$ cat config.mk
export PLATFORM = sky130hd
export DESIGN_NAME = weight_load_top
export DESIGN_NICKNAME = d
export VERILOG_FILES = /design/src/rtl/wload_pkg.sv /design/src/rtl/wload_apb_regs.sv /design/src/rtl/rmst_burst_ctrl.sv /design/src/rtl/rmst_word_unpack.sv /design/src/rtl/weight_fifo.sv /design/src/rtl/weight_tile_sink.sv /design/src/rtl/weight_load_top.sv
export SDC_FILE = /design/constraint.sdc
export NUM_CORES = 2
export LEC_CHECK = 0
export ABC_AREA = 1
export BUFFER_PORTS_ARGS = -buffer_cell sky130_fd_sc_hd__buf_2
export CAP_MARGIN = 0
export CORE_ASPECT_RATIO = 1.1
export CORE_MARGIN = 3
export CORE_UTILIZATION = 45
export CTS_BUF_LIST = sky130_fd_sc_hd__clkbuf_16
export CTS_CLUSTER_SIZE = 12
export DETAILED_ROUTE_END_ITERATION = 6
export PLACE_DENSITY = 0.66
export SKIP_LAST_GASP = 1
export SYNTH_ARGS = -nofsm -noshare
export SYNTH_HDL_FRONTEND = slang
export SYNTH_HIERARCHICAL = 1
export SYNTH_SLANG_ARGS = --single-unit
export TNS_END_PERCENT = 1
$ cat constraint.sdc
create_clock -name clk -period 4.9 [get_ports clk]
set_input_delay 0.735 -clock clk [delete_from_list [all_inputs] [get_ports clk]]
set_output_delay 0.735 -clock clk [all_outputs]
set_load 0.02 [all_outputs]
$ cat src/rtl/wload_pkg.sv
// shared definitions for the weight tile loader
// widths, APB register map, burst FSM states and bus structs

package wload_pkg;

    localparam int XAW  = 32;
    localparam int XDW  = 128;
    localparam int DW   = 32;
    localparam int CW   = 16;
    localparam int WCNT = XDW / DW;

    // APB register offsets
    localparam logic [7:0] REG_CTRL   = 8'h00;
    localparam logic [7:0] REG_BASE   = 8'h04;
    localparam logic [7:0] REG_LEN    = 8'h08;
    localparam logic [7:0] REG_STATUS = 8'h0C;
    localparam logic [7:0] REG_SUM    = 8'h10;
    localparam logic [7:0] REG_COUNT  = 8'h14;

    typedef enum logic [1:0] {
        IDLE,
        ISSUE,
        WAIT_DONE,
        FINISH
    } burst_state_e;

    typedef struct packed {
        logic [XAW-1:0] base;
        logic [CW-1:0]  len;
        logic           sink_en;
    } load_cfg_t;

    // request towards the read master with the length in bytes
    typedef struct packed {
        logic [XAW-1:0] read_base;
        logic [CW-1:0]  read_length;
        logic           fixed_location;
        logic           go;
    } rmst_cmd_t;

    typedef struct packed {
        logic           done;
        logic           data_available;
        logic [XDW-1:0] buffer_data;
    } rmst_rsp_t;

endpackage

$ cat src/rtl/wload_apb_regs.sv
// APB register block for the weight loader
// holds base, length and sink enable, launches loads, reports status

`timescale 1ns/100ps

module wload_apb_regs (
    input  logic                       clk,
    input  logic                       rst,
    input  logic                       psel,
    input  logic                       penable,
    input  logic                       pwrite,
    input  logic [7:0]                 paddr,
    input  logic [31:0]                pwdata,
    input  logic [wload_pkg::DW-1:0]   sum,
    input  logic [wload_pkg::CW-1:0]   count,
    input  logic                       load_done,
    output logic [31:0]                prdata,
    output logic                       pready,
    output wload_pkg::load_cfg_t       cfg,
    output logic                       start
);

    logic wr_en;
    logic busy;
    logic done;

    // writes complete in the access phase without wait states
    assign wr_en  = psel & penable & pwrite;
    assign pready = 1'b1;

    always_ff @(posedge clk or posedge rst) begin
        if (rst) begin
            cfg   <= '0;
            start <= 1'b0;
            busy  <= 1'b0;
            done  <= 1'b0;
        end else begin
            start <= 1'b0;
            if (wr_en) begin
                case (paddr)
                    wload_pkg::REG_CTRL: begin
                        cfg.sink_en <= pwdata[1];
                        // a start while a load runs is dropped
                        start <= pwdata[0] & ~busy;
                    end
                    wload_pkg::REG_BASE: cfg.base <= pwdata[wload_pkg::XAW-1:0];
                    wload_pkg::REG_LEN:  cfg.len  <= {pwdata[wload_pkg::CW-1:2], 2'b00};
                    default: ;
                endcase
            end
            if (start) begin
                busy <= 1'b1;
                done <= 1'b0;
            end else if (busy && load_done) begin
                busy <= 1'b0;
                done <= 1'b1;
            end
        end
    end

    // start bit always reads back as zero
    always_comb begin
        prdata = '0;
        case (paddr)
            wload_pkg::REG_CTRL:   prdata = {30'b0, cfg.sink_en, 1'b0};
            wload_pkg::REG_BASE:   prdata = 32'(cfg.base);
            wload_pkg::REG_LEN:    prdata = 32'(cfg.len);
            wload_pkg::REG_STATUS: prdata = {30'b0, done, busy};
            wload_pkg::REG_SUM:    prdata = 32'(sum);
            wload_pkg::REG_COUNT:  prdata = 32'(count);
            default:               prdata = '0;
        endcase
    end

endmodule

$ cat src/rtl/rmst_burst_ctrl.sv
// burst controller for the read master
// splits a load into bursts of up to BLEN words, gated on FIFO room

`timescale 1ns/100ps

module rmst_burst_ctrl #(
    parameter int BLEN       = 8,
    parameter int FIFO_DEPTH = 32
) (
    input  logic                     clk,
    input  logic                     rst,
    input  wload_pkg::load_cfg_t     cfg,
    input  logic                     start,
    input  logic                     rsp_done,
    input  logic                     word_pushed,
    input  logic [wload_pkg::CW-1:0] fifo_free,
    output wload_pkg::rmst_cmd_t     cmd
);

    localparam int OW = $clog2(FIFO_DEPTH + 1);

    wload_pkg::burst_state_e    state;
    logic [wload_pkg::XAW-1:0]  addr;
    logic [wload_pkg::CW-1:0]   remaining;
    logic [wload_pkg::CW-1:0]   burst_words;
    logic [wload_pkg::CW-1:0]   need;
    logic [OW-1:0]              outstanding;
    logic                       go;

    assign burst_words = (remaining > wload_pkg::CW'(BLEN)) ? wload_pkg::CW'(BLEN) : remaining;

    // words already in flight still need a slot in the FIFO
    assign need = wload_pkg::CW'(outstanding) + burst_words;
    assign go   = (state == wload_pkg::ISSUE) && rsp_done && (remaining != '0) &&
                  (need <= fifo_free);

    always_comb begin
        cmd.read_base      = addr;
        cmd.read_length    = burst_words << 2;
        cmd.fixed_location = 1'b0;
        cmd.go             = go;
    end

    always_ff @(posedge clk or posedge rst) begin
        if (rst) begin
            state     <= wload_pkg::IDLE;
            addr      <= '0;
            remaining <= '0;
        end else begin
            case (state)
                wload_pkg::IDLE: begin
                    if (start) begin
                        addr      <= cfg.base;
                        remaining <= cfg.len;
                        state     <= wload_pkg::ISSUE;
                    end
                end
                wload_pkg::ISSUE: begin
                    if (remaining == '0) begin
                        state <= wload_pkg::FINISH;
                    end else if (go) begin
                        addr      <= addr + wload_pkg::XAW'({burst_words, 2'b00});
                        remaining <= remaining - burst_words;
                        state     <= wload_pkg::WAIT_DONE;
                    end
                end
                // master drops done the cycle after go
                wload_pkg::WAIT_DONE: begin
                    if (rsp_done) begin
                        state <= wload_pkg::ISSUE;
                    end
                end
                default: state <= wload_pkg::IDLE;
            endcase
        end
    end

    always_ff @(posedge clk or posedge rst) begin
        if (rst) begin
            outstanding <= '0;
        end else begin
            outstanding <= outstanding + (go ? OW'(burst_words) : OW'(0)) - OW'(word_pushed);
        end
    end

endmodule

$ cat src/rtl/rmst_word_unpack.sv
// beat unpacker between the read master and the weight FIFO
// one 128-bit beat becomes four 32-bit pushes, low word first

`timescale 1ns/100ps

module rmst_word_unpack (
    input  logic                     clk,
    input  logic                     rst,
    input  wload_pkg::rmst_rsp_t     rsp,
    input  logic                     fifo_full,
    output logic                     read_buffer,
    output logic                     push,
    output logic [wload_pkg::DW-1:0] wdata
);

    logic [wload_pkg::XDW-1:0]  beat;
    logic [wload_pkg::WCNT-1:0] word_vld;

    // ring is empty once the last word has shifted out
    assign read_buffer = (word_vld == '0) && rsp.data_available;
    assign push        = (word_vld != '0) && !fifo_full;
    assign wdata       = beat[wload_pkg::DW-1:0];

    always_ff @(posedge clk or posedge rst) begin
        if (rst) begin
            word_vld <= '0;
        end else if (read_buffer) begin
            word_vld <= wload_pkg::WCNT'(1);
        end else if (push) begin
            word_vld <= word_vld << 1;
        end
    end

    always_ff @(posedge clk) begin
        if (read_buffer) begin
            beat <= rsp.buffer_data;
        end else if (push) begin
            beat <= beat >> wload_pkg::DW;
        end
    end

endmodule

$ cat src/rtl/weight_fifo.sv
// synchronous FIFO for weight words
// circular buffer with occupancy count and free-slot report

`timescale 1ns/100ps

module weight_fifo #(
    parameter int FIFO_DEPTH = 32
) (
    input  logic                     clk,
    input  logic                     rst,
    input  logic                     push,
    input  logic [wload_pkg::DW-1:0] wdata,
    input  logic                     pop,
    output logic [wload_pkg::DW-1:0] rdata,
    output logic                     empty,
    output logic                     full,
    output logic [wload_pkg::CW-1:0] free
);

    localparam int AW = $clog2(FIFO_DEPTH);

    logic [wload_pkg::DW-1:0] mem [FIFO_DEPTH];
    logic [AW-1:0]            wr_ptr;
    logic [AW-1:0]            rd_ptr;
    logic [AW:0]              used;
    logic                     wr_en;
    logic                     rd_en;

    assign wr_en = push && !full;
    assign rd_en = pop && !empty;
    assign empty = (used == '0);
    assign full  = (used == (AW+1)'(FIFO_DEPTH));
    assign free  = wload_pkg::CW'(FIFO_DEPTH) - wload_pkg::CW'(used);

    // head word is visible without a read latency
    assign rdata = mem[rd_ptr];

    always_ff @(posedge clk) begin
        if (wr_en) begin
            mem[wr_ptr] <= wdata;
        end
    end

    always_ff @(posedge clk or posedge rst) begin
        if (rst) begin
            wr_ptr <= '0;
            rd_ptr <= '0;
            used   <= '0;
        end else begin
            if (wr_en) begin
                wr_ptr <= wr_ptr + 1'b1;
            end
            if (rd_en) begin
                rd_ptr <= rd_ptr + 1'b1;
            end
            used <= used + (AW+1)'(wr_en) - (AW+1)'(rd_en);
        end
    end

endmodule

$ cat src/rtl/weight_tile_sink.sv
// tile sink on the compute side
// pops weights, keeps count and wrapping sum, flags completion

`timescale 1ns/100ps

module weight_tile_sink (
    input  logic                     clk,
    input  logic                     rst,
    input  logic                     clear,
    input  wload_pkg::load_cfg_t     cfg,
    input  logic [wload_pkg::DW-1:0] rdata,
    input  logic                     empty,
    output logic                     pop,
    output logic [wload_pkg::DW-1:0] sum,
    output logic [wload_pkg::CW-1:0] count,
    output logic                     load_done
);

    assign pop = cfg.sink_en && !empty;

    always_ff @(posedge clk or posedge rst) begin
        if (rst) begin
            sum       <= '0;
            count     <= '0;
            load_done <= 1'b0;
        end else begin
            load_done <= 1'b0;
            if (clear) begin
                sum   <= '0;
                count <= '0;
            end else if (pop) begin
                sum   <= sum + rdata;
                count <= count + 1'b1;
                // pulse lines up with count reaching len
                load_done <= (count + 1'b1 == cfg.len);
            end
        end
    end

endmodule

$ cat src/rtl/weight_load_top.sv
// weight tile loader top level
// APB registers, burst controller, unpacker, weight FIFO and tile sink

`timescale 1ns/100ps

module weight_load_top #(
    parameter int BLEN       = 8,
    parameter int FIFO_DEPTH = 32
) (
    input  logic                 clk,
    input  logic                 rst,
    input  logic                 psel,
    input  logic                 penable,
    input  logic                 pwrite,
    input  logic [7:0]           paddr,
    input  logic [31:0]          pwdata,
    input  wload_pkg::rmst_rsp_t rsp,
    output logic [31:0]          prdata,
    output logic                 pready,
    output wload_pkg::rmst_cmd_t cmd,
    output logic                 read_buffer
);

    wload_pkg::load_cfg_t     cfg;
    logic                     start;
    logic [wload_pkg::DW-1:0] sum;
    logic [wload_pkg::CW-1:0] count;
    logic                     load_done;
    logic                     push;
    logic [wload_pkg::DW-1:0] wdata;
    logic                     pop;
    logic [wload_pkg::DW-1:0] rdata;
    logic                     empty;
    logic                     full;
    logic [wload_pkg::CW-1:0] free;

    wload_apb_regs regs0 (
        .clk       (clk),
        .rst       (rst),
        .psel      (psel),
        .penable   (penable),
        .pwrite    (pwrite),
        .paddr     (paddr),
        .pwdata    (pwdata),
        .sum       (sum),
        .count     (count),
        .load_done (load_done),
        .prdata    (prdata),
        .pready    (pready),
        .cfg       (cfg),
        .start     (start)
    );

    rmst_burst_ctrl #(
        .BLEN       (BLEN),
        .FIFO_DEPTH (FIFO_DEPTH)
    ) burst0 (
        .clk         (clk),
        .rst         (rst),
        .cfg         (cfg),
        .start       (start),
        .rsp_done    (rsp.done),
        .word_pushed (push),
        .fifo_free   (free),
        .cmd         (cmd)
    );

    rmst_word_unpack unpack0 (
        .clk         (clk),
        .rst         (rst),
        .rsp         (rsp),
        .fifo_full   (full),
        .read_buffer (read_buffer),
        .push        (push),
        .wdata       (wdata)
    );

    weight_fifo #(
        .FIFO_DEPTH (FIFO_DEPTH)
    ) fifo0 (
        .clk   (clk),
        .rst   (rst),
        .push  (push),
        .wdata (wdata),
        .pop   (pop),
        .rdata (rdata),
        .empty (empty),
        .full  (full),
        .free  (free)
    );

    // start also clears the sink totals
    weight_tile_sink sink0 (
        .clk       (clk),
        .rst       (rst),
        .clear     (start),
        .cfg       (cfg),
        .rdata     (rdata),
        .empty     (empty),
        .pop       (pop),
        .sum       (sum),
        .count     (count),
        .load_done (load_done)
    );

endmodule

# Word-level counts from Yosys, hierarchy flattened
# Memory sizes are Yosys's and may differ from the RTL's.
# Cells that the tools add are included.
# totals
register_bits	303
latch_bits	0
mem_bits_rw	1024
rom_bits	0
inputBits	175
output_inout_bits	84
word_cells	112
memories	1
# classes
addsub	12
n_mul	0
div	0
n_lt_le_gt_ge	2
eq_ne	14
n_shift	0
n_mux	34
bitwise_logic	4
reduce_logical	27
# memory_table
memory	depth	width	read_ports	rd_ports_with_merged_regs	write_ports	line	text
fifo0.mem	32	32	1	0	1	weight_fifo.sv:22	logic [wload_pkg::DW-1:0] mem [FIFO_DEPTH];
# ops
op	n
$mux 128	2
$pmux 32 s6	1
$mux 32	5
$mux 16	6
$pmux 32 s2	1
$add 32x18->32	1
$add 32x32->32	1
$pmux 16 s2	1
$add 16x1->16 const B	1
$add 6x16->16	1
$eq 16x16->1	1
$eq 8x4->1 const B	2
$eq 8x5->1 const B	2
$gt 16x4->1 const B	1
$le 16x16->1	1
$logic_not 16->1	1
$reduce_bool 16->1	1
$sub 16x16->16	1
$sub 6x1->6	2
$add 5x1->5 const B	2
$mux 1	10
$logic_and 1x1->1	9
$eq 8x3->1 const B	1
$logic_not 8->1	1
24 further kinds	38

# Depth between registers and ports, before layout
# depth
ltp_word	8
ltp_mapped	33
mapped_depth_nobuf	33

# Hierarchy
# The synthesis kept the hierarchy.
# modules_own_cells
module	instances	cells_each	area_each_um2
weight_fifo	1	4093	44126.1
rmst_word_unpack	1	561	5734.2
rmst_burst_ctrl	1	913	5728.0
weight_tile_sink	1	830	4804.6
wload_apb_regs	1	380	2782.7

# Worst setup path after synthesis
# No wires, ideal clock.
# synth_timing
kind	register to register
startpoint	register burst0/remaining[4] in the netlist's numbering
endpoint	register burst0.outstanding[5]
setup_ns	0.079
t_arrival_ns	4.853
required_time_ns	4.821
slack_ns	-0.033
path_stages_with_launch	33
n_path_buf	0
synth_period_minus_slack_ns	4.933
cell_sequence	dfrtp_1 -> nor2_2 -> nand2_2 -> nor2_1 -> nand3_1 -> nor2_1 -> ha_1 -> a21o_1 -> a31oi_1 -> inv_1 -> a21oi_1 -> o21bai_1 -> xor2_1 -> inv_1 -> ha_1 -> a21oi_1 -> o21a_1 -> nand2_1 -> nand2_1 -> nand2_1 -> nand2_1 -> nand2_4 -> inv_1 -> nand2_1 -> ha_1 -> inv_1 -> ha_1 -> a21oi_1 -> inv_1 -> a31oi_1 -> o21ai_0 -> a21oi_1 -> xor2_1
# synth_rtl
item	line	text
from (decl)	rmst_burst_ctrl.sv:24	logic [wload_pkg::CW-1:0] remaining;
from (signal assigned)	rmst_burst_ctrl.sv:54	remaining <= cfg.len;
from (signal assigned)	rmst_burst_ctrl.sv:63	remaining <= remaining - burst_words;
to (signal assigned)	rmst_burst_ctrl.sv:82	outstanding <= outstanding + (go ? OW'(burst_words) : OW'(0)) - OW'(word_pushed);
to (decl)	rmst_burst_ctrl.sv:27	logic [OW-1:0] outstanding;

==> results_dict.tcl <==
set metrics [dict create \
    wire_per_inst_um 20.4 \
    die_y_um 399 \
    grt_overflow 0 \
    wl_um 182000 \
    final.setup.worst_slack_ps 172 \
    p_per_area_nw_per_um2 561 \
    cpPeakStageDelay_ps 420 \
    syn_area_sq_um 63200 \
    dr.pass1.iters 6 \
    finalMaxSlewViolations 0 \
    finalClockSkew_ps 47.0 \
    clock.fmax_mhz 212 \
    drv_cap 0 \
    initial_core_util 0.455 \
    finalCriticalPeriod_ps 4730 \
    clkLatencyLatePin_ps 780 \
    ant_nets 0 \
    synth_compound_area_frac 0.0293 \
    fp.dieW_um 363 \
    min_from "pwdata[19]" \
    reg2reg_from "burst0/remaining[7]" \
    min_path_type "input port to flip-flop" \
    cp.required_ps 4160 \
    numCtsBuffers 145 \
    design_area_sq_um 71400 \
    grt_start_max_net_pins 127 \
    cts_tree "yes" \
    postLayoutCoreUtil 0.514 \
    cts.path.max_buffers 3 \
    crit-reg2reg-capture "burst0/outstanding[4]" \
    clk_pin_slew_ps 60 \
    async_flop_share 0.132 \
    whs_endpoint "regs0/cfg[36]" \
    start_kind "flip-flop" \
    place_congestion 0.928 \
    avgSynthCellArea_sq_um 9.32 \
    synth_top_family_by_area "simple AND/OR/NAND/NOR gates" \
    seq_area_frac_synth 0.617 \
    finalSetupViolCount 0 \
    core-area_sq_um 139000 \
    critPathMaxFanout 5 \
    cp_slowest_cell "dfrtp_1" \
    h-tree-depth 4 \
    crit_buf_inv 5 \
    ys.flop_type "edfxtp_1" \
    via_count 47188 \
    tns_ps 0 \
    synth_cell_types 43 \
    placedInstanceArea_sq_um 66800 \
    grt_pass1_wl_um 273000 \
    cp.arrival_ps 3990 \
    ys_seq_elements 1327 \
    drcViolationCount 0 \
    viasPerCell 5.29 \
    yosys.area_share.xor_xnor 0.00416 \
    postSynthCellCount 6777 \
    synth_edf_count 1152 \
    nNetsFinal 7284 \
    drt_iter0_drc 4564 \
    fin_crit_sh 0.965 \
    grt_pass1_vias 44682 \
    yosys.area_share.adder 0.0210 \
    status "finished, final reports clean" \
    holdPathStages 3 \
    peakVddDrop_v 0.000396 \
    hpwl_um 113000 \
    grt_usage 0.248 \
    antenna_found_initial 6 \
    die-area_sq_um 145000 \
    synth_mux_area_frac 0 \
    tightest_slew_ps 1250 \
    yosys-top-cells-area "edfxtp_1 (55%), nand2_1 (15%), dfrtp_1 (6.9%)" \
    p_leak_uw 0.0318 \
    io_buffers 244 \
    finalHoldViolations 0 \
    worstSetupEndpointType "output port" \
    drive_above_1_share 0.0990 \
    relSlewSlack 0.168 \
    rrSetupSlack_ps 310 \
    pre_cts_ws_ps -71.8 \
    worstSetupPathType "flip-flop to output port" \
    rsz0062_at_grt "true" \
    yosysTopAreaCellShare 0.548 \
    rows 143 \
    yosysTopAreaCell "edfxtp_1" \
    crit_family "simple AND/OR/NAND/NOR gates" \
    ios 259 \
    reg2regPathDepth 30 \
    yosysWarnings 6 \
    cts_root_buffer "clkbuf_16" \
    cts.sinks 1327 \
    crit_chain "nor2_4, nand2_2, buf_6, nor2_4, nand2_4, nor2_4, ha_2, inv_2, fa_2, o21ai_4, a21oi_2, o21bai_1, ha_1, nand2_2, o21a_1, nand2_1, nand2_1, nand2_1, nand2_2, nand2_4, inv_4, buf_4, buf_6" \
    synthSimpleGateAreaFrac 0.245 \
    area_delta_synth_final_pct 13.0 \
    hold-worst-slack_ps 180 \
]
## area by class of cell
type / instances / area [sq um]
clock inverters: 106 / 754
well taps: 1812 / 2270
multi-input cells: 4237 / 19500
fillers: 12451 / 67500
flip-flops and latches: 1327 / 39000
diodes: 2 / 5.00
clock buffers: 146 / 3650
inverters: 899 / 3400
repair buffers: 396 / 2840
## what timing repair did
action / in CTS / in global routing
hold buffers: 1 / 0
endpoints found under the setup margin: 3 / 5
buffers inserted: 0 / 5
pin swaps: 5 / 16
hold endpoints to repair: 4 / 0
gates resized for setup: 12 / 24
## cell usage after synthesis, types with 33 or more instances
master,n
edfxtp_1,1152
a21oi_1,128
o21ai_0,115
nand3_1,863
nand2_1,2480
nand4_1,44
ha_1,98
nor2_1,264
buf_2,136
inv_1,894
clkbuf_1,95
buf_4,80
dfrtp_1,175
o211ai_1,33
## how the worst max path moves through the flow
stage | startpoint | endpoint | slack (ps) | depth (start not counted)
CTS | burst0/remaining[7] | cmd[0] | 20 | 25
global route | burst0/remaining[5] | cmd[0] | -100 | 23
finish | burst0/remaining[7] | cmd[0] | 170 | 23
floorplan | burst0/remaining[4] | burst0/outstanding[5] | 100 | 29
detailed placement | burst0/remaining[7] | burst0/outstanding[5] | -70 | 31
global placement | burst0/remaining[6] | burst0/outstanding[5] | -50 | 32
## cells in the final DEF, fill, tap and decap left out, types with 10 or more instances in the layout
master	count
nand3b_1	12
buf_4	113
xor2_1	23
nor2_2	12
edfxtp_1	1152
nand3_1	862
nand4_1	44
clkinv_1	30
o21ai_0	114
o22ai_1	13
a21oi_1	124
clkbuf_16	146
buf_2	243
o211ai_1	33
nor2_1	221
ha_1	94
o21bai_1	12
nor3_1	14
dfrtp_1	171
buf_12	37
conb_1	41
or2_2	25
clkinv_2	10
nor2_4	46
inv_1	931
o21ai_1	12
nand2_1	2475
## stage by stage
| step | total power (uW) | std cells |
|---|---|---|
| finish | 40000 | 8925 |
| global route | 42400 | 8925 |
| CTS | 40000 | 8918 |
| detailed placement | 29800 | 8665 |
| global placement | 29500 | 8665 |
| floorplan | 25600 | 6814 |
## where the power goes
part / switching [uW] / internal [uW]
registers: 1990 / 15800
clock network: 4500 / 5690
logic: 8470 / 3590
## tightest hold or removal path: cells and delay by family
kind	cells	cell delay, ps
AND/OR/NAND/NOR	1	40
AO/OA/AOI/OAI	1	60
buffers and inverters	1	80
## registers in the layout (all words and copies together) (netlist names), 2 cells and up
register	count
burst0/outstanding	6
burst0/state	2
burst0/addr	32
regs0/cfg	47
fifo0/rd_ptr	5
fifo0/used	6
fifo0/wr_ptr	5
fifo0/mem	1024
sink0/count	16
sink0/sum	32
burst0/remaining	16
unpack0/beat	128
unpack0/word_vld	4
## layer usage
| metal | vias to the layer above | track usage | share of wire |
|---|---|---|---|
| met5 | - | 0 | 0.000060 |
| met4 | 2 | 0.119 | 0.049 |
| met3 | 428 | 0.0452 | 0.080 |
| met2 | 1890 | 0.412 | 0.48 |
| met1 | 22482 | 0.315 | 0.39 |
| li1 | 22386 | - | - |
## cells by family after synthesis
logic type                 Yosys count
DFF                               1327
xor gates and xnor gates            30
other                                4
buffers and inverters             1250
and+or+nand+nor                   3732
AOI/OAI and AO/OA                  331
adders and majority gates          103
No activity file was read; power rests on OpenSTA's default activity.
